==> config.mk <==
export PLATFORM = sky130hd
export DESIGN_NAME = rx_timestamp
export DESIGN_NICKNAME = d
export VERILOG_FILES = /design/src/common/rx_pkg.sv /design/src/common/pcap_pkg.sv /design/src/hdl/rx_timestamp.sv
export SDC_FILE = /design/constraint.sdc
export NUM_CORES = 1
export LEC_CHECK = 0
export CAP_MARGIN = 25
export CORE_MARGIN = 2
export CORE_UTILIZATION = 50
export CTS_CLUSTER_SIZE = 16
export DETAILED_ROUTE_END_ITERATION = 6
export DONT_BUFFER_PORTS = 1
export PLACE_DENSITY = 0.62
export SLEW_MARGIN = 10
export SYNTH_ARGS = -nofsm -noshare
export SYNTH_HDL_FRONTEND = slang
export SYNTH_SLANG_ARGS = --single-unit
==> constraint.sdc <==
create_clock -name axi_clk -period 8.1 [get_ports axi_clk]
set_input_delay 1.215 -clock axi_clk [delete_from_list [all_inputs] [get_ports axi_clk]]
set_output_delay 1.215 -clock axi_clk [all_outputs]
set_load 0.02 [all_outputs]
==> src/common/rx_pkg.sv <==
package rx_pkg;

    // Frame length in bytes
    localparam int LEN_W = 16;

    typedef logic [LEN_W-1:0] len_t;

    // One byte from the receive MAC
    typedef struct packed {
        logic [7:0] data;
        logic       valid;
        logic       last;
        logic       error;
    } rx_beat_t;

    // Seconds and nanoseconds, used both for gray and binary values
    typedef struct packed {
        logic [31:0] sec;
        logic [31:0] nsec;
    } ts_t;

    function automatic logic [31:0] gray_to_bin(input logic [31:0] gray);
        logic [31:0] bin;
        bin[31] = gray[31];
        for (int i = 30; i >= 0; i--) begin
            bin[i] = bin[i+1] ^ gray[i];
        end
        return bin;
    endfunction

endpackage
==> src/common/pcap_pkg.sv <==
package pcap_pkg;

    localparam int WORD_BYTES = 8;
    localparam int LANE_W = $clog2(WORD_BYTES);

    // Data FIFO capacity in words, 1024 bytes
    localparam int FIFO_WORDS = 128;
    localparam int FIFO_AW = $clog2(FIFO_WORDS);

    // Frames waiting for their header words
    localparam int META_DEPTH = 8;
    localparam int META_AW = $clog2(META_DEPTH);

    typedef logic [8*WORD_BYTES-1:0] word_t;
    typedef logic [WORD_BYTES-1:0] keep_t;
    typedef logic [LANE_W-1:0] lane_t;

    // Pointers carry one extra bit to tell full from empty
    typedef logic [FIFO_AW:0] fifo_ptr_t;
    typedef logic [META_AW:0] meta_ptr_t;

    localparam lane_t LAST_LANE = lane_t'(WORD_BYTES - 1);
    localparam keep_t KEEP_ALL = '1;

    typedef struct packed {
        word_t data;
        keep_t keep;
        logic  valid;
        logic  last;
    } pcap_beat_t;

    // Nanoseconds lose bit 0 to the receive error flag
    typedef struct packed {
        logic [31:0] sec;
        logic [31:1] nsec;
        logic        err;
    } hdr_ts_t;

    typedef union packed {
        word_t   raw;
        hdr_ts_t ts;
    } hdr_word_u;

    typedef struct packed {
        hdr_word_u   hdr;
        rx_pkg::len_t len;
    } meta_t;

endpackage

==> src/hdl/rx_timestamp.sv <==
module rx_timestamp import rx_pkg::*, pcap_pkg::*; (
    input  logic      axi_clk,
    input  logic      axi_rst,
    input  rx_beat_t  rx,
    input  ts_t       ts_gray,
    input  logic      enable,
    output hdr_word_u hdr,
    output logic      frame_open,
    output logic      frame_start
);

    logic in_frame;
    logic accepted;
    logic start_beat;
    logic err_q;
    logic err_now;
    ts_t  ts_bin;
    ts_t  ts_q;

    assign ts_bin.sec = gray_to_bin(ts_gray.sec);
    assign ts_bin.nsec = gray_to_bin(ts_gray.nsec);

    // First valid beat while no frame is open
    assign start_beat = rx.valid && !in_frame;
    assign frame_start = start_beat && enable;

    // High from the start beat through the last beat of an accepted frame
    assign frame_open = frame_start || (in_frame && accepted);

    // Error flag over all beats so far, the current one included
    assign err_now = (err_q && !start_beat) || (rx.valid && rx.error);

    // A one-byte frame needs the live timestamp on its only beat
    always_comb begin
        hdr.ts.sec = start_beat ? ts_bin.sec : ts_q.sec;
        hdr.ts.nsec = start_beat ? ts_bin.nsec[31:1] : ts_q.nsec[31:1];
        hdr.ts.err = err_now;
    end

    always_ff @(posedge axi_clk) begin
        if (axi_rst) begin
            in_frame <= 1'b0;
            accepted <= 1'b0;
            err_q <= 1'b0;
        end else if (rx.valid) begin
            in_frame <= !rx.last;
            err_q <= err_now;
            if (start_beat) begin
                accepted <= enable;
            end
        end
    end

    always_ff @(posedge axi_clk) begin
        if (frame_start) begin
            ts_q <= ts_bin;
        end
    end

endmodule

# [Word-level counts from Yosys, hierarchy flattened]
# Index checks and enable logic that the tools add are counted.
[op_classes] n_mux=2 bitwise=62 reduce_logical=11
[ops] cell="bitwise XOR 1 bit" n=62
[ops] cell="2-to-1 mux 32 bit" n=1
[ops] cell="2-to-1 mux 31 bit" n=1
[ops] cell="logical AND 1 bit" n=5
[ops] cell="zero test 1 bit" n=3
[ops] cell="logical OR 1 bit" n=2
[ops] cell="AND reduction 2 bit" n=1
[word_totals] ff_bits=67 inputBits=78 out_inout_bits=66 word_cells=80

# [Depth between registers and ports, before layout]
[depth] word_depth=32 depth_mapped=8

# [Worst setup path after synthesis]
# OpenSTA, ideal clock, no wires.
[synth_timing] path_type="input -> output" from="in rx[2] in the netlist's numbering" to="out frame_open" arrival_time_ns=3.706 path_slack_ns=3.179 path_stages=4 cell_sequence="nor2b_1 -> buf_1 -> and2_1 -> a21o_1"
[synth_via] elab_chain_cells=3
[synth_rtl] element="start, declared" line="rx_timestamp.sv:4" source="input rx_beat_t rx,"
[synth_rtl] element="logical AND 1 bit" line="rx_timestamp.sv:24" source="assign start_beat = rx.valid && !in_frame;"
[synth_rtl] element="logical AND 1 bit" line="rx_timestamp.sv:25" source="assign frame_start = start_beat && enable;"
[synth_rtl] element="named net frame_start" line="rx_timestamp.sv:9" source="output logic frame_start"
[synth_rtl] element="logical OR 1 bit" line="rx_timestamp.sv:28" source="assign frame_open = frame_start || (in_frame && accepted);"
[synth_rtl] element="end, declared" line="rx_timestamp.sv:8" source="output logic frame_open,"
# The timed path passes the listed nets, and every way through them passes these cells.

==> results.ini <==
[power_and_ir_drop]
power.internal_uw=971.2
power.leakage_nw=1.702
clockPowerShare=0.156
power.switching_uw=668.9
ir_drop_uv=193.9
seqPwrFrac=0.328
powerDensity_mw_per_mm2=384.0
p_sw_frac=0.4078
p_comb_frac=0.516

[clocking]
cts.clk_slew.worst_paths_ps=70
cts_resized=0
postCtsSetupBuffers=0
cts_max_level=3
hold_buffers=0
cts_tree=built
insertion_delay_ps=320
cts_buffers=9
cts_buffer_depth=2
cts_sinks=66
root_buffer=clkbuf_8

[place]
dp_cells=429
port_buffers=0
dp_hpwl_um=5094
place.gp.congestion=0.6969

[yosys]
yosys.area.top_type=edfxtp_1
synth-seq-area-share=0.4915
synth_cell_types=29
netlist.area_leader.share=0.4764
synthCells=337
async_flop_share=0
synth_fp_nets=415
synth-seq-cells=66
yosys-top-cells-area=edfxtp_1, xnor2_1, nand2_1
avgSynthCellArea_um2=11.78
ys.flop_type=edfxtp_1
synth_area_mm2=0.003971
ys.warnings.count=0
synth_enable_flop_cells=63

[floorplanning]
fp.dieArea_mm2=0.008671
die_x_um=93.12
num_rows=32
num_io_pins=144
core_mm2=0.007727
initial_core_util=0.5139
die_h_um=93.12

[critical_path]
critical_path_required_ps=6880
crit_fanout=7
cp-start-kind=input port
cp-end-kind=output pin
crit_type=in -> out
crit_arrival_ps=3900

[flow_run]
maxCapViolCount=0

[timing]
timing.slew.headroom=0.4771
skew_ps=8.373
setup_viol=0
fin_crit_ps=5118
final_max_slew_viol_count=0
period_share=0.6318
setup_tns_ps=0
fmax_ghz=0.1954
hold_viol=0
rsz0062_at_grt=false
worst_slew_pin_slew_ps=784.3

[detailed_routing]
drt-initial-drc-count=113
drt_first_pass_iters=5
via_per_inst=5.184
routed_wl_um=7384
post-route-drc-count=0
avgRoutedWirePerCell_um=16.59
vias=2307
ant_nets=0

[run_status]
outcome=finished, final reports clean

[grt]
grt_pass1_wl_um=11640
grt_usage=0.1721
gr-total-overflow=0
grt_pass1_vias=2406
antenna_found_initial=0
grt_max_degree=61

[cells_and_area]
final_layout_size_suffix_gt1_frac=0.1458
nets=417
area_growth_pct=7.562
diodes=0
layout.cells.non_filler=445

[hold_path]
holdCritPathClass=reg -> reg

## path summary, 6_finish.rpt
path | startpoint | end | slack (ps) | cells after the start
worst max-delay path | ts_gray[29] | hdr[2] | 2980 | 7
worst min-delay path | accepted | accepted | 510 | 2
worst max register to register | in_frame | ts_q[19] | 6270 | 3
worst min register to register | accepted | accepted | 510 | 2
## layout make-up
cell class | count | area, µm²
well taps | 102 | 127.6
multi-input cells | 241 | 1912
clock inverters | 4 | 43.79
flip-flops and latches | 66 | 1952
clock buffers | 11 | 131.4
fillers | 676 | 3456
inverters | 18 | 70.07
repair buffers | 3 | 35.03
## power by group through the flow
stage	registers (mW)	logic, mW	clock network, mW
2_1_floorplan	0.539	0.740	0
3_3_place_gp	0.543	0.837	0
3_5_place_dp	0.545	0.854	0
4_1_cts	0.538	0.856	0.266
5_1_grt	0.544	0.932	0.277
6_report	0.538	0.846	0.256
## synth_stat cells, types with 3 or more instances
library cell and n:
xnor2_1 61, inv_1 16, mux2_2 23, nor2_1 3, clkbuf_1 9, o21ai_0 16
nand2_1 85, xor3_1 5, dfxtp_1 3, xnor3_2 4, xnor3_1 7, xor2_1 24
edfxtp_1 63
## state kept, by name (all words and copies together), names as in the netlist
register	flops
ts_q	63
accepted	1
err_q	1
in_frame	1
## layer usage
layer | track usage | wire (µm)
met1 | 0.2207 | 3192
met4 | 0.06127 | 80
met2 | 0.2838 | 3561
met5 | 0 | 0
met3 | 0.04432 | 549
## cell families (layout without fill, tap and decap cells)
kind of cell,count (synthesis),in the layout,share of synthesized area
AND/OR/NAND/NOR,93,93,0.09106
XOR/XNOR,103,103,0.2921
AO/OA/AOI/OAI,22,22,0.03025
flip-flops,66,66,0.4915
multiplexers,23,23,0.06522
buffers and inverters,30,36,0.02993
## worst max-delay path, cell delays in order
cell,delay (ps)
xnor3_2,480
xor2_4,260
xnor3_2,530
inv_2,110
xnor3_2,540
xnor2_1,190
o21ai_0,580
## per-stage QoR
| stage | hold WS (ps) | utilization | worst slack (ps) | cell area, µm² | total power [mW] |
|---|---|---|---|---|---|
| global placement | 475.9 | 0.5275 | 2958 | 4076 | 1.379 |
| floorplan | 457.7 | - | 3179 | 3971 | 1.279 |
| global route | 548.0 | 0.5528 | 2844 | 4272 | 1.753 |
| detailed placement | 496.3 | 0.5275 | 2945 | 4076 | 1.398 |
| CTS | 513.2 | 0.5502 | 2944 | 4252 | 1.660 |
| finish | 505.7 | 0.5528 | 2982 | 4272 | 1.640 |
## layout by cell type, fill, tap and decap left out, drive strengths merged
cell / instances
dfxtp: 3
buf: 3
and2: 1
xor3: 5
nor2b: 2
nor2: 3
a31oi: 1
a211oi: 1
clkinv: 3
xnor2: 62
or2: 1
xnor3: 11
edfxtp: 63
inv: 18
xor2: 25
o21ai: 17
nand2b: 1
a22o: 1
a21oi: 1
nand2: 85
bufinv: 1
mux2: 23
clkbuf: 11
a21o: 1
Note: power is estimated with default switching activity, not from simulation.
