**src/common/rx_pkg.sv**
```systemverilog
package rx_pkg;

    // Frame length in bytes
    localparam int LEN_W = 16;

    typedef logic [LEN_W-1:0] len_t;

    // One byte from the receive MAC
    typedef struct packed {
        logic [7:0] data;
        logic       valid;
        logic       last;
        logic       error;
    } rx_beat_t;

    // Seconds and nanoseconds, used both for gray and binary values
    typedef struct packed {
        logic [31:0] sec;
        logic [31:0] nsec;
    } ts_t;

    function automatic logic [31:0] gray_to_bin(input logic [31:0] gray);
        logic [31:0] bin;
        bin[31] = gray[31];
        for (int i = 30; i >= 0; i--) begin
            bin[i] = bin[i+1] ^ gray[i];
        end
        return bin;
    endfunction

endpackage
```
**src/common/pcap_pkg.sv**
```systemverilog
package pcap_pkg;

    localparam int WORD_BYTES = 8;
    localparam int LANE_W = $clog2(WORD_BYTES);

    // Data FIFO capacity in words, 1024 bytes
    localparam int FIFO_WORDS = 128;
    localparam int FIFO_AW = $clog2(FIFO_WORDS);

    // Frames waiting for their header words
    localparam int META_DEPTH = 8;
    localparam int META_AW = $clog2(META_DEPTH);

    typedef logic [8*WORD_BYTES-1:0] word_t;
    typedef logic [WORD_BYTES-1:0] keep_t;
    typedef logic [LANE_W-1:0] lane_t;

    // Pointers carry one extra bit to tell full from empty
    typedef logic [FIFO_AW:0] fifo_ptr_t;
    typedef logic [META_AW:0] meta_ptr_t;

    localparam lane_t LAST_LANE = lane_t'(WORD_BYTES - 1);
    localparam keep_t KEEP_ALL = '1;

    typedef struct packed {
        word_t data;
        keep_t keep;
        logic  valid;
        logic  last;
    } pcap_beat_t;

    // Nanoseconds lose bit 0 to the receive error flag
    typedef struct packed {
        logic [31:0] sec;
        logic [31:1] nsec;
        logic        err;
    } hdr_ts_t;

    typedef union packed {
        word_t   raw;
        hdr_ts_t ts;
    } hdr_word_u;

    typedef struct packed {
        hdr_word_u   hdr;
        rx_pkg::len_t len;
    } meta_t;

endpackage

```
**src/hdl/pcap_framer.sv**
```systemverilog
module pcap_framer import rx_pkg::*, pcap_pkg::*; (
    input  logic       axi_clk,
    input  logic       axi_rst,
    input  meta_t      meta,
    input  logic       meta_valid,
    output logic       meta_ready,
    input  pcap_beat_t rd_word,
    output logic       rd_ready,
    output pcap_beat_t m_axis,
    input  logic       m_ready
);

    // State names the word that sits in the output register
    typedef enum logic [1:0] {
        IDLE,
        HEADER,
        LENGTH,
        PAYLOAD
    } state_t;

    state_t     state;
    pcap_beat_t out_q;
    len_t       len_q;
    logic       load;

    // Output register is free or empties this cycle
    assign load = !out_q.valid || m_ready;

    assign meta_ready = (state == IDLE) && load;
    assign rd_ready = (state == LENGTH || state == PAYLOAD) && load;
    assign m_axis = out_q;

    always_ff @(posedge axi_clk) begin
        if (axi_rst) begin
            state <= IDLE;
            out_q.valid <= 1'b0;
            out_q.last <= 1'b0;
        end else if (load) begin
            case (state)
                IDLE: begin
                    out_q.valid <= meta_valid;
                    out_q.last <= 1'b0;
                    if (meta_valid) begin
                        out_q.data <= meta.hdr.raw;
                        out_q.keep <= KEEP_ALL;
                        len_q <= meta.len;
                        state <= HEADER;
                    end
                end
                HEADER: begin
                    // Length in both halves of the second word
                    out_q.data <= {2{32'(len_q)}};
                    out_q.keep <= KEEP_ALL;
                    state <= LENGTH;
                end
                default: begin
                    out_q.data <= rd_word.data;
                    out_q.keep <= rd_word.keep;
                    out_q.valid <= rd_word.valid;
                    out_q.last <= rd_word.valid && rd_word.last;
                    if (rd_word.valid && rd_word.last) begin
                        state <= IDLE;
                    end else begin
                        state <= PAYLOAD;
                    end
                end
            endcase
        end
    end

endmodule

```
**config.mk**
```make
export PLATFORM = sky130hd
export DESIGN_NAME = pcap_framer
export DESIGN_NICKNAME = d
export VERILOG_FILES = /design/src/common/rx_pkg.sv /design/src/common/pcap_pkg.sv /design/src/hdl/pcap_framer.sv
export SDC_FILE = /design/constraint.sdc
export NUM_CORES = 1
export LEC_CHECK = 0
export ABC_AREA = 1
export BUFFER_PORTS_ARGS = -buffer_cell sky130_fd_sc_hd__buf_2
export CAP_MARGIN = 25
export CORE_AREA = 5 5 100 102
export DETAILED_ROUTE_END_ITERATION = 10
export DIE_AREA = 0 0 105 107
export PLACE_DENSITY = 0.91
export SYNTH_ARGS = -nofsm -noshare
export SYNTH_HDL_FRONTEND = slang
export SYNTH_SLANG_ARGS = --single-unit
```
**constraint.sdc**
```tcl
create_clock -name axi_clk -period 5.98 [get_ports axi_clk]
set_input_delay 1.196 -clock axi_clk [delete_from_list [all_inputs] [get_ports axi_clk]]
set_output_delay 1.196 -clock axi_clk [all_outputs]
set_load 0.03 [all_outputs]
```
## Word level (Yosys, flattened, before mapping)

Cells that the tools add are included.

- Register bits after elaboration: 92
- Output and inout port bits: 76
- Word-level logic and storage cells: 29

- Equality and inequality tests: 4
- Multiplexer cells: 6
- Bitwise operators: 2
- Reduce and logical (&&, ||, !) cells: 11

Operators by type and width:

| kind | number |
|---|---|
| case mux 72 bit (2 select lines) | 1 |
| two-way mux 72 bit | 1 |
| case mux 2 bit (2 select lines) | 2 |
| equality test 2 bit (second input constant) | 2 |
| two-way mux 2 bit | 2 |
| AND reduction 2 bit | 2 |
| AND reduction 4 bit | 1 |
| logical AND 1 bit | 3 |
| AND reduction 3 bit | 1 |
| equality test 2 x 1 -> 1 bit (second input constant) | 1 |
| zero test 2 bit | 1 |
| logical OR 1 bit | 2 |
| inequality test 2 bit (second input constant) | 1 |
| inverter 1 bit | 2 |
| zero test 1 bit | 1 |

## Depth between registers and ports, before layout

Gate-level depths: netlist (run 1).

- Depth after elaboration: 3
- Depth in mapped cells: 7
- Gate-level depth less buffers: 6

## Worst setup path after synthesis (run 1)

No wires, ideal clock.

- Path type: input-to-reg
- Start point: input port m_ready
- End point: register out_q (netlist bit m_axis[10]) (enable)
- Setup time: 0.502 ns
- Arrival: 4.457 ns
- Data required time: 5.478 ns
- Setup slack: 1.021 ns
- Cell stages on the path: 4
- Path buffers: 0
- Cell sequence: inv_1 -> nand2_1 -> nand2_1 -> nor2_1

- Longest elaborated chain between the ends: 2

Ends and longest elaborated chain:

| item | RTL line | RTL |
|---|---|---|
| start: declaration | pcap_framer.sv:10 | `input logic m_ready` |
| logical OR 1 bit | pcap_framer.sv:27 | `assign load = !out_q.valid \|\| m_ready;` |
| AND reduction 3 bit (no line) | n/a |  |
| end: declaration | pcap_framer.sv:22 | `pcap_beat_t out_q;` |

Every way passes these cells.
A chain may end at the register's enable or synchronous reset.

## Worst setup path after layout (run 1)

- Start point: input port m_ready
- End point: output port rd_ready

- Longest elaborated chain between the ends: 2

Ends and longest elaborated chain:

| item | RTL line | RTL |
|---|---|---|
| logical OR 1 bit | pcap_framer.sv:27 |  |
| logical AND 1 bit | pcap_framer.sv:30 | `assign rd_ready = (state == LENGTH \|\| state == PAYLOAD) && load;` |
| end: declaration | pcap_framer.sv:8 | `output logic rd_ready,` |

Every way passes these cells.

==> impl_metrics.tcl, run 1 <==
set metrics [dict create \
    cts_resized 0 \
    grt_pass1_wl_um 15900 \
    place_congestion 0.816 \
    drive_gt1_frac 0.500 \
    start_util 0.419 \
    utilization 0.580 \
    setup_violations 0 \
    critical_path_arrival_ns 1.91 \
    root_buffer "clkbuf_8" \
    hp-class "reg -> reg" \
    port_buffers 233 \
    slowest_stage "buf_2" \
    layout_common_cells "233 x buf_2, 93 x nand2_1, 88 x edfxtp_1" \
    netlist_instances 296 \
    first_global_vias 3282 \
    wl_per_cell_um 16.1 \
    cts_tree "done" \
    firstDrtPassIters 4 \
    slew_headroom 0.406 \
    num_vias 3171 \
    synth_area_mm2 0.00378 \
    crit_fanout 6 \
    dp_hpwl_um 7930 \
    synth.avg_cell_area_um2 12.8 \
    period_needed_ns 3.11 \
    fin_crit_sh 0.520 \
    cts_buffer_depth 2 \
    fin_nets 685 \
    cpPeakStageDelay_ns 0.21 \
    holdWs_ns 0.482 \
    syn_to_final_growth_pct 38.3 \
    final_common_cell "buf_2" \
    grtUsageTotal 0.178 \
    worstPathRequired_ns 4.78 \
    dr.first_iter.drc_count 125 \
    synth.area.top_cells "edfxtp_1 70%, nand2_1 9.2%, a22o_1 7.4%, nand3_1 4.0%, dfxtp_1 2.1%" \
    powerDensity_mw_per_mm2 509 \
    clock_latency_ns 0.35 \
    maxCapViolCount 0 \
    cts-htree-levels 3 \
    maxSlewViolCount 0 \
    setup_ws_ns 2.87 \
    hold_depth 2 \
    total_power_mw 2.66 \
    final-hold-violation-count 0 \
    overflow 0 \
    diodes 0 \
    num_io_pins 234 \
    status "complete, no violations" \
    vdd.ir_drop.worst_v 0.000242 \
    fin_area_mm2 0.00523 \
    die_x_um 105 \
    synth_top_area_cell "edfxtp_1" \
    reg2reg_depth 6 \
    ant_nets 0 \
    wl_um 10400 \
    synth_top_area_frac 0.699 \
    syn-num-nets 454 \
    postCtsSetupBuffers 0 \
    path_cells "buf_2, inv_1, nand2_1, inv_1, nor2_1, buf_2" \
    p_leak_nw 2.43 \
    antenna_found_initial 0 \
    skew_ns 0.00891 \
    die_area_mm2 0.0112 \
    rows 35 \
    via_per_inst 4.93 \
    core_area_mm2 0.00902 \
    pre_cts_ws_ns 2.64 \
    fmax_mhz 322 \
    ys_seq_area_frac 0.720 \
    start_kind "primary input" \
    rsz0062_at_grt "false" \
    dp.cells 627 \
    synth-seq-cells 92 \
    crit_path_end_kind "primary output" \
    drcViolationCount 0 \
    finalSetupTns_ns 0 \
    die_height_um 107 \
    placed_area_mm2 0.00504 \
    postCtsHoldBufs 0 \
    synth_cell_types 19 \
    cts_made_buffers 9 \
    fin_cells 643 \
    yosysWarnings 0 \
    grt_max_degree 70 \
    path_clk_slew_ns 0.08 \
    tightest_slew_ns 0.889 \
    cts.sinks 92 \
    criticalPathCategory "in -> out" \
]
[cell families after synthesis]
group                  after synthesis  share of synthesized area
AND/OR/NAND/NOR                    140                      0.159
buffers and inverters               25                     0.0351
flip-flops                          92                      0.720
AO/OA/AOI/OAI                       39                     0.0854
[worst paths after layout]
check                           startpoint         end  slack (ns)
worst max register to register    state[1]  m_axis[64]        3.07
worst min-delay path             m_axis[0]   m_axis[0]        0.48
worst min register to register   m_axis[0]   m_axis[0]        0.48
worst max-delay path               m_ready    rd_ready        2.87
[worst max-delay path: cells and delay by family]
family,cells,cell delay [ns]
buf+inv,4,0.44
simple gates,2,0.27
[synthesized netlist by cell type]
cell,instances
a22oi_1,3
edfxtp_1,88
dfxtp_1,4
a22o_1,32
o21ai_0,1
inv_2,3
a21oi_1,3
nand2_1,93
or2_2,8
buf_2,7
buf_6,2
nor2_4,1
buf_4,4
inv_1,5
nand3_1,30
nand4_1,1
clkbuf_1,4
nor4_2,1
nor2_1,6
[layer usage]
| layer | track usage | vias up | part of all wire |
|---|---|---|---|
| met5 | 0 | - | 0 |
| met4 | 0.0612 | 0 | 0.015 |
| met3 | 0.0488 | 15 | 0.088 |
| met2 | 0.312 | 165 | 0.51 |
| met1 | 0.212 | 1462 | 0.39 |
| li1 | - | 1529 | - |
[state kept, by name (all words and copies together), names as in the netlist]
name and flops:
len_q 16, m_axis 74, state 2
[report_power, final]
part	leakage, nW	switching (mW)	internal (mW)
clock network	0.0943	0.212	0.194
registers	0.859	0.0516	1.01
logic	1.47	0.849	0.348
total	2.43	1.11	1.55
[layout make-up]
| cell class | instances | area [um2] |
|---|---|---|
| fill | 720 | 3790 |
| sequential | 92 | 2720 |
| timing repair buffer | 237 | 1200 |
| multi-input combinational | 179 | 941 |
| tap | 111 | 139 |
| clock buffer | 10 | 128 |
| clock inverter | 6 | 63.8 |
| inverter | 8 | 30.0 |
Note: power is estimated with default switching activity, not from simulation.
==> inputs of run 2 (changes only) <==
==> constraint.sdc (replaced) <==
create_clock -name axi_clk -period 3.1 [get_ports axi_clk]
set_input_delay 0.62 -clock axi_clk [delete_from_list [all_inputs] [get_ports axi_clk]]
set_output_delay 0.62 -clock axi_clk [all_outputs]
set_load 0.03 [all_outputs]
==> run 2 against run 1 <==
Effect of this change: critical path depth is 3 lower; sequential share of layout area is 0.11 points lower; wire length is 1.3% lower; core utilization is 0.12 points higher; cell count stayed put; first-iteration DRC count is 18% higher; highest routed layer unchanged; total power is 92% higher; register-to-register slack worse by 1.9 ns; largest power group unchanged; non-clock buffer count stayed put.
==> impl_metrics.tcl, run 2 (synthesized netlist as in run 1, its figures left out) <==
set metrics [dict create \
    overflow 0 \
    final-hold-violation-count 0 \
    worstPathRequired_ns 2.48 \
    final_common_cell "buf_2" \
    die_height_um 107 \
    firstDrtPassIters 4 \
    fmax_mhz 435 \
    start_kind "flip-flop" \
    tightest_slew_ns 0.683 \
    gr-usage-met1 0.212 \
    die_x_um 105 \
    largest_reg_flops 74 \
    cts_resized 0 \
    drive_gt1_frac 0.504 \
    dr.first_iter.drc_count 148 \
    rows 35 \
    maxSlewViolCount 0 \
    critical_path_arrival_ns 1.68 \
    die_area_mm2 0.0112 \
    postCtsHoldBufs 0 \
    status "complete, no violations" \
    met3_usage 0.0530 \
    startpoint "state[1]" \
    cpPeakStageDelay_ns 0.77 \
    criticalPathCategory "reg -> out" \
    reg2reg_depth 5 \
    top_usage_layer "met2" \
    vdd.ir_drop.worst_v 0.000352 \
    reg2reg_to "m_axis[55]" \
    start_util 0.419 \
    grt_pass1_wl_um 15900 \
    path_cells "inv_2, nor2_1, buf_2" \
    min_from "meta[10]" \
    wl_per_cell_um 15.9 \
    setup_violations 0 \
    cts_made_buffers 9 \
    fillerInstances 752 \
    via_per_inst 4.93 \
    antenna_found_initial 0 \
    num_vias 3171 \
    dp_hpwl_um 7750 \
    slew_headroom 0.545 \
    crit_path_end_kind "primary output" \
    powerDensity_mw_per_mm2 977 \
    hold_depth 1 \
    port_buffers 233 \
    seq_area_mm2 0.00272 \
    syn_to_final_growth_pct 38.6 \
    utilization 0.581 \
    cts_buffer_depth 2 \
    cts_tree "done" \
    num_io_pins 234 \
    fin_crit_sh 0.742 \
    p_leak_nw 2.43 \
    cts.sinks 92 \
    place_congestion 0.764 \
    skew_ns 0.0158 \
    cts-htree-levels 3 \
    postCtsSetupBuffers 0 \
    diodes 0 \
    whs_endpoint "len_q[10]" \
    finalSetupTns_ns 0 \
    first_global_vias 3296 \
    grt_max_degree 73 \
    clock_latency_ns 0.35 \
    multi_input_area_um2 941 \
    r2r_start "state[1]" \
    core_area_mm2 0.00902 \
    grt.met2_usage 0.302 \
    maxCapViolCount 0 \
    crit_fanout 34 \
    root_buffer "clkbuf_8" \
    regToRegSetupSlack_ns 1.16 \
    fin_nets 685 \
    rsz0062_at_grt "false" \
    slowest_stage "dfxtp_2" \
    grtUsageTotal 0.177 \
    layout_common_cells "233 x buf_2, 93 x nand2_1, 88 x edfxtp_1" \
    hp-class "in -> reg" \
    period_needed_ns 2.30 \
    drcViolationCount 0 \
    wl_um 10200 \
    ant_nets 0 \
    path_clk_slew_ns 0.09 \
]
==> run 2: changes by cell type in the layout (fill, tap and decap cells not counted) <==
cell / delta
buf_12: +1
buf_8: -1
bufinv_16: -1
clkbuf_1: -1
clkbuf_8: +3
clkinv_1: -1
clkinv_2: -1
clkinv_4: +1
clkinvlp_4: +1
inv_6: -1
==> run 2: worst max path at each step <==
stage	to	slack, ns	cells after the start
3_5_place_dp	m_axis[55]	1.16	5
5_1_grt	rd_ready	0.68	3
4_1_cts	rd_ready	0.78	3
6_report	rd_ready	0.80	3
3_3_place_gp	rd_ready	1.18	6
2_1_floorplan	m_axis[10]	0.71	4
==> run 2: through the flow <==
| stage | setup slack (ns) | hold WS, ns | area, um2 | instances | power (mW) |
|---|---|---|---|---|---|
| 2_1_floorplan | 0.712 | 0.513 | 3790 | 296 | 3.78 |
| 3_3_place_gp | 1.18 | 0.466 | 5040 | 627 | 4.31 |
| 3_5_place_dp | 1.16 | 0.475 | 5040 | 627 | 4.41 |
| 4_1_cts | 0.783 | 0.421 | 5240 | 643 | 5.18 |
| 5_1_grt | 0.682 | 0.409 | 5240 | 643 | 5.45 |
| 6_report | 0.799 | 0.439 | 5240 | 643 | 5.12 |
==> run 2: per-layer routing <==
layer	wire [um]	up-vias
met1	4000	1451
met2	5140	177
li1	-	1526
met3	904	17
met5	0	-
met4	199	0
==> run 2: final cells by class <==
cell class	count	area share
Clock buffer	12	0.0315
Clock inverter	4	0.00621
Inverter	8	0.00573
Sequential cell	92	0.520
Timing Repair Buffer	237	0.231
Tap cell	111	0.0265
Multi-Input combinational cell	179	0.180
==> run 2: worst max-delay path, delay by kind of cell (launching register included) <==
kind	cells	cell delay, ns
buffers and inverters	2	0.41
and+or+nand+nor	1	0.15
DFF	1	0.77
==> run 2: power breakdown <==
part / leakage (nW) / switching [mW] / total, mW / internal, mW
clock: 0.0948 / 0.415 / 0.776 / 0.360
sequential: 0.859 / 0.161 / 2.10 / 1.94
combinational: 1.47 / 1.56 / 2.24 / 0.677
total: 2.43 / 2.14 / 5.12 / 2.98
