File: config.mk
export PLATFORM = sky130hd
export DESIGN_NAME = byte_packer
export DESIGN_NICKNAME = d
export VERILOG_FILES = /design/src/common/rx_pkg.sv /design/src/common/pcap_pkg.sv /design/src/capture/byte_packer.sv
export SDC_FILE = /design/constraint.sdc
export NUM_CORES = 1
export LEC_CHECK = 0
export BUFFER_PORTS_ARGS = -buffer_cell sky130_fd_sc_hd__clkbuf_2
export CAP_MARGIN = 10
export CORE_MARGIN = 2
export CORE_UTILIZATION = 49
export DETAILED_ROUTE_END_ITERATION = 8
export MAX_ROUTING_LAYER = met4
export PLACE_DENSITY = 0.7
export SYNTH_ARGS = -nofsm -noshare
export SYNTH_HDL_FRONTEND = slang
export SYNTH_SLANG_ARGS = --single-unit
export TNS_END_PERCENT = 20
File: constraint.sdc
create_clock -name axi_clk -period 11 [get_ports axi_clk]
set_clock_uncertainty 0.1 [all_clocks]
set_input_delay 0.55 -clock axi_clk [delete_from_list [all_inputs] [get_ports axi_clk]]
set_output_delay 0.55 -clock axi_clk [all_outputs]
set_load 0.005 [all_outputs]
File: src/common/rx_pkg.sv
package rx_pkg;

    // Frame length in bytes
    localparam int LEN_W = 16;

    typedef logic [LEN_W-1:0] len_t;

    // One byte from the receive MAC
    typedef struct packed {
        logic [7:0] data;
        logic       valid;
        logic       last;
        logic       error;
    } rx_beat_t;

    // Seconds and nanoseconds, used both for gray and binary values
    typedef struct packed {
        logic [31:0] sec;
        logic [31:0] nsec;
    } ts_t;

    function automatic logic [31:0] gray_to_bin(input logic [31:0] gray);
        logic [31:0] bin;
        bin[31] = gray[31];
        for (int i = 30; i >= 0; i--) begin
            bin[i] = bin[i+1] ^ gray[i];
        end
        return bin;
    endfunction

endpackage
File: src/common/pcap_pkg.sv
package pcap_pkg;

    localparam int WORD_BYTES = 8;
    localparam int LANE_W = $clog2(WORD_BYTES);

    // Data FIFO capacity in words, 1024 bytes
    localparam int FIFO_WORDS = 128;
    localparam int FIFO_AW = $clog2(FIFO_WORDS);

    // Frames waiting for their header words
    localparam int META_DEPTH = 8;
    localparam int META_AW = $clog2(META_DEPTH);

    typedef logic [8*WORD_BYTES-1:0] word_t;
    typedef logic [WORD_BYTES-1:0] keep_t;
    typedef logic [LANE_W-1:0] lane_t;

    // Pointers carry one extra bit to tell full from empty
    typedef logic [FIFO_AW:0] fifo_ptr_t;
    typedef logic [META_AW:0] meta_ptr_t;

    localparam lane_t LAST_LANE = lane_t'(WORD_BYTES - 1);
    localparam keep_t KEEP_ALL = '1;

    typedef struct packed {
        word_t data;
        keep_t keep;
        logic  valid;
        logic  last;
    } pcap_beat_t;

    // Nanoseconds lose bit 0 to the receive error flag
    typedef struct packed {
        logic [31:0] sec;
        logic [31:1] nsec;
        logic        err;
    } hdr_ts_t;

    typedef union packed {
        word_t   raw;
        hdr_ts_t ts;
    } hdr_word_u;

    typedef struct packed {
        hdr_word_u   hdr;
        rx_pkg::len_t len;
    } meta_t;

endpackage

File: src/capture/byte_packer.sv
module byte_packer import rx_pkg::*, pcap_pkg::*; (
    input  logic       axi_clk,
    input  logic       axi_rst,
    input  rx_beat_t   rx,
    input  logic       frame_open,
    output pcap_beat_t word,
    output len_t       len
);

    logic  take;
    logic  emit;
    lane_t lane;
    len_t  count;
    word_t shift_q;
    word_t shift_next;
    word_t data_q;
    keep_t keep_q;
    logic  valid_q;
    logic  last_q;
    len_t  len_q;

    // Only bytes of an accepted frame are packed
    assign take = rx.valid && frame_open;
    assign emit = take && (rx.last || lane == LAST_LANE);

    // New bytes enter at the top, so byte 0 ends in lane 0 of a full word
    assign shift_next = {rx.data, shift_q[$bits(word_t)-1:8]};

    always_ff @(posedge axi_clk) begin
        if (axi_rst) begin
            lane <= '0;
            count <= '0;
            valid_q <= 1'b0;
            last_q <= 1'b0;
        end else begin
            valid_q <= emit;
            last_q <= take && rx.last;
            if (take) begin
                lane <= rx.last ? '0 : lane + 1'b1;
                count <= rx.last ? '0 : count + 1'b1;
            end
        end
    end

    always_ff @(posedge axi_clk) begin
        if (take) begin
            shift_q <= shift_next;
        end
        if (emit) begin
            // Short last word is moved down to lane 0, upper lanes zero
            data_q <= shift_next >> {LAST_LANE - lane, 3'b000};
            keep_q <= KEEP_ALL >> (LAST_LANE - lane);
        end
        if (take && rx.last) begin
            len_q <= count + 1'b1;
        end
    end

    assign word.data = data_q;
    assign word.keep = keep_q;
    assign word.valid = valid_q;
    assign word.last = last_q;
    assign len = len_q;

endmodule

# Word-level counts from Yosys, hierarchy flattened
# Cells that the tools add are included.
# classes
addsub,3
n_eq_ne,1
n_mux,2
n_reduce_logical,4
shift,2
# ops
cell,count
$shr 64x6->64,1
$add 16x1->16 const B,1
$mux 16,1
$shr 8x3->8 const A,1
$add 3x1->3 const B,1
$eq 3x3->1 const B,1
$logic_and 1x1->1,3
$mux 3,1
$sub 3x3->3 const A,1
$logic_or 1x1->1,1
# word_totals
register_bits,173
wordCells,20
output_inout_bits,90
in_bits,14

# Longest topological paths before layout
# Gate-level depths: netlist (run 1).
# logic_depth
ltp_word,3
depth_mapped,8
mapped_depth_nobuf,5

# Worst setup path after synthesis (run 1)
# Ideal clock, no wire load.
# synth_path
path_type,input-to-reg
startpoint,input rx[1] (netlist bit)
endpoint,register data_q[0] (enable)
setup_time_ps,500
cell_stages,4
t_arrival_ps,4010
path_buffers,2
slack_ps,6389
required_time_ps,10400
cell_sequence,clkbuf_8 > clkbuf_1 > nor2_1 > nor2_1
# synth_between
elab_chain_cells,2
# synth_lines
item,line,rtl
start: declaration,byte_packer.sv:4,"input rx_beat_t rx,"
$logic_or 1x1->1,byte_packer.sv:24,assign emit = take && (rx.last || lane == LAST_LANE);
$logic_and 1x1->1,byte_packer.sv:24,
named net emit,byte_packer.sv:11,logic emit;
end signal: assignment,byte_packer.sv:51,"data_q <= shift_next >> {LAST_LANE - lane, 3'b000};"
end: declaration,byte_packer.sv:16,word_t data_q;
# The timed path passes the listed nets, and every way through them passes these cells.
# A chain may end at the register's enable or synchronous reset.

# Worst setup path in the final report (run 1)
# layout_path
startpoint,register lane[0]
endpoint,register data_q[10] (data pin)
# layout_between
elab_chain_cells,2
# layout_lines
item,line,rtl
start: declaration,byte_packer.sv:12,lane_t lane;
start signal: assignment,byte_packer.sv:39,lane <= rx.last ? '0 : lane + 1'b1;
$sub 3x3->3,byte_packer.sv:51,
$shr 64x6->64,byte_packer.sv:51,
# Every way passes these cells.

==> results.yml, run 1 <==
layout:
  drive_gt1_frac: 0.298
  area_growth_pct: 16.5
  layout_common_cells: "edfxtp_1 (143), clkbuf_2 (101), nor2_1 (51)"
  register_area_um2: 4720
  final_common_cell: "edfxtp_1"
  fill_cells: 1192
  diodes: 0
  post-route-util: 0.584
  nNetsFinal: 632
  multiInputGateArea_um2: 2330
  final_area_um2: 8490
  final_cells: 811
floorplanning:
  start_util: 0.501
  pin_count: 104
  coreArea_um2: 14500
  die_area_um2: 15900
  die_x_um: 126
  dieHeight_um: 126
  num_rows: 44
placement:
  hpwlAfterDp_um: 9130
  place_inst: 778
  place.gp.congestion: 0.825
  placed_area_um2: 7860
  portBuffers: 101
grt:
  grt_pass1_vias: 4529
  antenna_found_initial: 0
  grt.overflow.total: 0
  grt_max_degree: 72
  grt_pass1_wl_um: 24000
  gr-usage-all-layers: 0.199
timing:
  rsz0062_at_grt: "no"
  finalSetupTns_ns: 0
  fin_hold_ws_ns: 0.264
  period_share: 0.236
  slew-limit-headroom: 0.356
  final_hold_viol_count: 0
  setup_viol: 0
  fin_crit_ns: 2.59
  tightestPinTransition_ns: 0.964
  drv_slew: 0
  max_freq_mhz: 386
worst_setup_path:
  arrival_ns: 2.68
  crit_path_start_kind: "flip-flop"
  cp.required_ns: 11.09
  r2r-start: "lane[0]"
  path_cells: "buf_4 -> nor2b_1 -> a22oi_1 -> nor2_1 -> a31o_2"
  timing_worst_setup_path_type: "reg2reg"
  reg2reg_depth: 5
  cp_slowest_cell: "buf_4"
  crit_start: "lane[0]"
  crit_fanout: 51
  end_kind: "flip-flop"
  max_stage_delay_ns: 0.64
clocking:
  htreeDepth: 4
  ctsResizeCount: 0
  numCtsBuffers: 17
  cts_tree: "done"
  cts_hold_buf: 0
  clkLatencyLatePin_ns: 0.43
  cts_setup_buffers: 0
  clk_path_buf_depth: 2
  path_clk_slew_ns: 0.06
  cts_root_buf: "clkbuf_16"
  cts_num_sinks: 164
synth:
  synth_ff_type: "edfxtp_1"
  synth_top_area_cell: "edfxtp_1"
  ys_async_sr_fraction: 0
  ys_seq_elements: 164
  mappedNetlistArea_um2: 7290
  synth_top_area_frac: 0.589
  synth_cells: 526
  ys_types: 46
  avgSynthCellArea_um2: 13.9
  yosysSeqAreaShare: 0.647
  synth_edf_count: 143
  synth_area_leaders: "edfxtp_1 (59%), mux4_2 (6.5%), dfxtp_1 (5.8%), mux2i_1 (3.6%), nor2_1 (2.7%)"
  yosysWarnings: 0
  synth_nets: 544
route:
  dr.pass1.iters: 4
  route.detailed.drc: 0
  routed_via_density: 5.82
  routed_wl_um: 15000
  drtIter0Drc: 458
  antenna_left: 0
  vias: 4717
  wl_per_cell_um: 18.5
hold_path:
  worstHoldStart: "rx[5]"
  hp-class: "in2reg"
  holdPathStages: 1
power:
  power_density_nw_per_um2: 163
  ir_drop_v: 0.000114
  p_leak_nw: 3.00
flow_run:
  drv_cap: 0
outcome:
  outcome: "complete, no violations"
-- report_power, final --
| group | internal (mW) | switching, mW | total [mW] |
|---|---|---|---|
| Combinational | 0.0248 | 0.0346 | 0.0595 |
| Sequential | 0.692 | 0.0124 | 0.704 |
| Clock | 0.379 | 0.241 | 0.620 |
-- cell families after synthesis --
group / share of synthesized area
flip-flops: 0.647
AND/OR/NAND/NOR: 0.0920
AO/OA/AOI/OAI: 0.0775
multiplexers: 0.125
buffers and inverters: 0.0338
XOR/XNOR: 0.0168
adder cells (fa/ha/maj): 0.00687
other: 0.000515
-- per-stage QoR --
stage,power (mW),setup slack [ns]
global placement,0.773,8.37
detailed placement,0.776,8.35
finish,1.38,8.41
CTS,1.39,8.33
floorplan,0.754,6.39
global route,1.42,8.16
-- final timing paths --
kind                       to  slack [ns]
hold / removal    shift_q[58]        0.26
hold reg to reg   shift_q[10]        0.36
setup reg to reg   data_q[10]        8.41
setup / recovery   data_q[10]        8.41
-- routing by layer --
layer,vias to the layer above,wire [um],global-route usage
li1,2181,-,-
met1,2318,6530,0.279
met2,198,7240,0.293
met3,20,964,0.0416
met4,0,244,0.0679
met5,-,0,-
-- final cells by class --
| class | instances | area share |
|---|---|---|
| sequential | 164 | 0.556 |
| multi-input combinational | 317 | 0.275 |
| timing repair buffer | 108 | 0.0672 |
| clock buffer | 19 | 0.0510 |
| tap | 184 | 0.0271 |
| clock inverter | 13 | 0.0214 |
| inverter | 6 | 0.00265 |
-- state kept, by name, summed over array words and instances (netlist names) --
| signal | cells |
|---|---|
| data_q | 64 |
| last_q | 1 |
| shift_q | 56 |
| valid_q | 1 |
| count | 16 |
| lane | 3 |
| len | 16 |
| keep_q | 7 |
-- cells in the mapped netlist, types with 2 or more instances --
library cell,number
a41oi_1,3
or4_1,4
buf_2,14
and3_2,3
buf_4,7
a22oi_1,18
and4_1,3
nand3_1,6
mux2i_1,26
xnor2_1,8
clkbuf_8,2
nand2_1,40
nor3b_1,3
mux4_2,21
o21ai_0,36
nand3b_1,2
xor2_1,6
dfxtp_1,21
mux2_2,16
or3_1,5
and3_1,10
inv_1,4
nor2b_1,3
o22ai_1,7
or3_2,2
edfxtp_1,143
ha_1,4
nor2_1,52
a21oi_1,23
a31oi_1,6
clkbuf_1,13
-- critical path: cells and delay by family (launching register included) --
kind,cells,cell delay (ns)
buffers and inverters,1,0.64
and+or+nand+nor,2,0.46
AOI/OAI and AO/OA,2,0.50
DFF,1,0.63
(Power assumes the default switching activity.)
==> run 2, diff against run 1 <==
--- a/config.mk
+++ b/config.mk
@@ -11,7 +11,7 @@
 export CORE_UTILIZATION = 49
 export DETAILED_ROUTE_END_ITERATION = 8
 export MAX_ROUTING_LAYER = met4
-export PLACE_DENSITY = 0.7
+export PLACE_DENSITY = 0.73
 export SYNTH_ARGS = -nofsm -noshare
 export SYNTH_HDL_FRONTEND = slang
 export SYNTH_SLANG_ARGS = --single-unit
==> constraint.sdc (replaced) <==
create_clock -name axi_clk -period 2.3 [get_ports axi_clk]
set_clock_uncertainty 0.1 [all_clocks]
set_input_delay 0.115 -clock axi_clk [delete_from_list [all_inputs] [get_ports axi_clk]]
set_output_delay 0.115 -clock axi_clk [all_outputs]
set_load 0.005 [all_outputs]
==> run 2 against run 1 <==
Flip-flop and latch count unchanged. Final area increased by 2.5%. Routed wire length shrank 0.38%. Clock power rose to 5.0 times the previous value. Power grew to 4.9 times the previous value. Maximum frequency is 29% higher. Non-clock buffer count grew 17. Sequential share of layout area decreased by 1.4 points. Critical path depth fell by 1. Worst setup slack got worse by 8.1 ns. Largest power group unchanged.
==> results.yml, run 2 (same netlist as run 1, synthesis figures left out) <==
outcome:
  outcome: "complete, no violations"
clocking:
  numCtsBuffers: 17
  cts_root_buf: "clkbuf_16"
  htreeDepth: 4
  cts_setup_buffers: 0
  cts_tree: "done"
  clk_path_buf_depth: 2
  clkLatencyLatePin_ns: 0.43
  ctsResizeCount: 0
  path_clk_slew_ns: 0.06
  cts_num_sinks: 164
  cts_hold_buf: 8
hold_path:
  hp-class: "in2reg"
placement:
  placed_area_um2: 7980
  hpwlAfterDp_um: 9650
  place.gp.congestion: 0.803
  portBuffers: 101
route:
  routed_wl_um: 14900
  vias: 4763
  route.detailed.drc: 0
  routed_via_density: 5.76
  dr.pass1.iters: 7
  wl_per_cell_um: 18.0
  drtIter0Drc: 472
  antenna_left: 0
timing:
  final_hold_viol_count: 0
  fin_hold_ws_ns: 0.0626
  period_share: 0.873
  slew-limit-headroom: 0.493
  finalSetupTns_ns: 0
  tightestPinTransition_ns: 0.761
  fin_crit_ns: 2.01
  rsz0062_at_grt: "no"
  max_freq_mhz: 498
  drv_slew: 0
  setup_viol: 0
grt:
  grt_pass1_wl_um: 23800
  grt.overflow.total: 0
  gr-usage-all-layers: 0.197
  grt_max_degree: 72
  antenna_found_initial: 0
  grt_pass1_vias: 4482
power:
  p_seq_frac: 0.494
  switching_power_mw: 1.34
  p_leak_nw: 3.11
  power_density_nw_per_um2: 781
  switching_share: 0.197
  intPower_mw: 5.46
  ir_drop_v: 0.000576
  p_comb_frac: 0.045
  clkPwrFrac: 0.460
worst_setup_path:
  arrival_ns: 2.07
  cp.required_ns: 2.36
  end_kind: "flip-flop"
  timing_worst_setup_path_type: "reg2reg"
  max_stage_delay_ns: 0.55
  crit_buf_inv: 1
  cp_slowest_cell: "dfxtp_2"
  path_cells: "buf_12 -> mux2_2 -> o21ai_0 -> o21ai_0"
  path_common_cell: "o21ai_0"
  crit_fanout: 32
  crit_path_start_kind: "flip-flop"
  cp_top_family: "flip-flops"
floorplanning:
  start_util: 0.501
  num_rows: 44
  coreArea_um2: 14500
  die_x_um: 126
  dieHeight_um: 126
  pin_count: 104
  die_area_um2: 15900
layout:
  final_common_cell: "edfxtp_1"
  layout_common_cells: "edfxtp_1 (143), clkbuf_2 (101), nor2_1 (51)"
  largest_reg_flops: 64
  drive_gt1_frac: 0.305
  nNetsFinal: 649
  final_area_um2: 8710
  top_regs: "data_q x64, shift_q x56"
  diodes: 0
  area_growth_pct: 19.5
  fill_cells: 1112
  regMostFlops: "data_q"
flow_run:
  drv_cap: 0
==> run 2: worst reg2reg max path, stage by stage (launching register included) <==
cell,delay (ns)
dfxtp_2,0.55
buf_12,0.27
mux2_2,0.39
o21ai_0,0.29
o21ai_0,0.15
==> run 2: final timing paths <==
path | startpoint | endpoint | slack [ns] | depth (start not counted)
worst min register to register | shift_q[19] | shift_q[11] | 0.38 | 0
worst min-delay path | axi_rst | count[12] | 0.06 | 2
worst max register to register | lane[1] | data_q[6] | 0.29 | 4
worst max-delay path | lane[1] | data_q[6] | 0.29 | 4
==> run 2: layout make-up <==
class / instances / area, um2 / share of cell area
well taps: 184 / 230 / 0.0264
clock buffers: 19 / 433 / 0.0497
inverters: 6 / 22.5 / 0.00259
repair buffers: 125 / 756 / 0.0868
clock inverters: 12 / 210 / 0.0241
flip-flops and latches: 164 / 4720 / 0.542
multi-input cells: 317 / 2330 / 0.268
==> run 2: power groups by stage <==
stage,clock network [mW],logic [mW],registers [mW]
finish,3.13,0.309,3.36
global route,3.28,0.338,3.37
CTS,3.17,0.311,3.36
detailed placement,0,0.299,3.42
global placement,0,0.291,3.42
floorplan,0,0.195,3.41
==> run 2: routing by layer <==
layer / up-vias / track usage / wire (um)
met2: 211 / 0.287 / 7190
met5: - / - / 0
li1: 2212 / - / -
met4: 0 / 0.0511 / 134
met1: 2327 / 0.276 / 6620
met3: 13 / 0.0556 / 968
==> run 2: per-stage QoR <==
step / utilization / std cells / power (mW) / worst slack (ns)
CTS: 0.599 / 827 / 6.84 / 0.300
global route: 0.599 / 827 / 6.99 / 0.171
finish: 0.599 / 827 / 6.80 / 0.293
floorplan: - / 526 / 3.60 / 0.00128
detailed placement: 0.549 / 788 / 3.72 / 0.318
global placement: 0.549 / 788 / 3.71 / 0.346
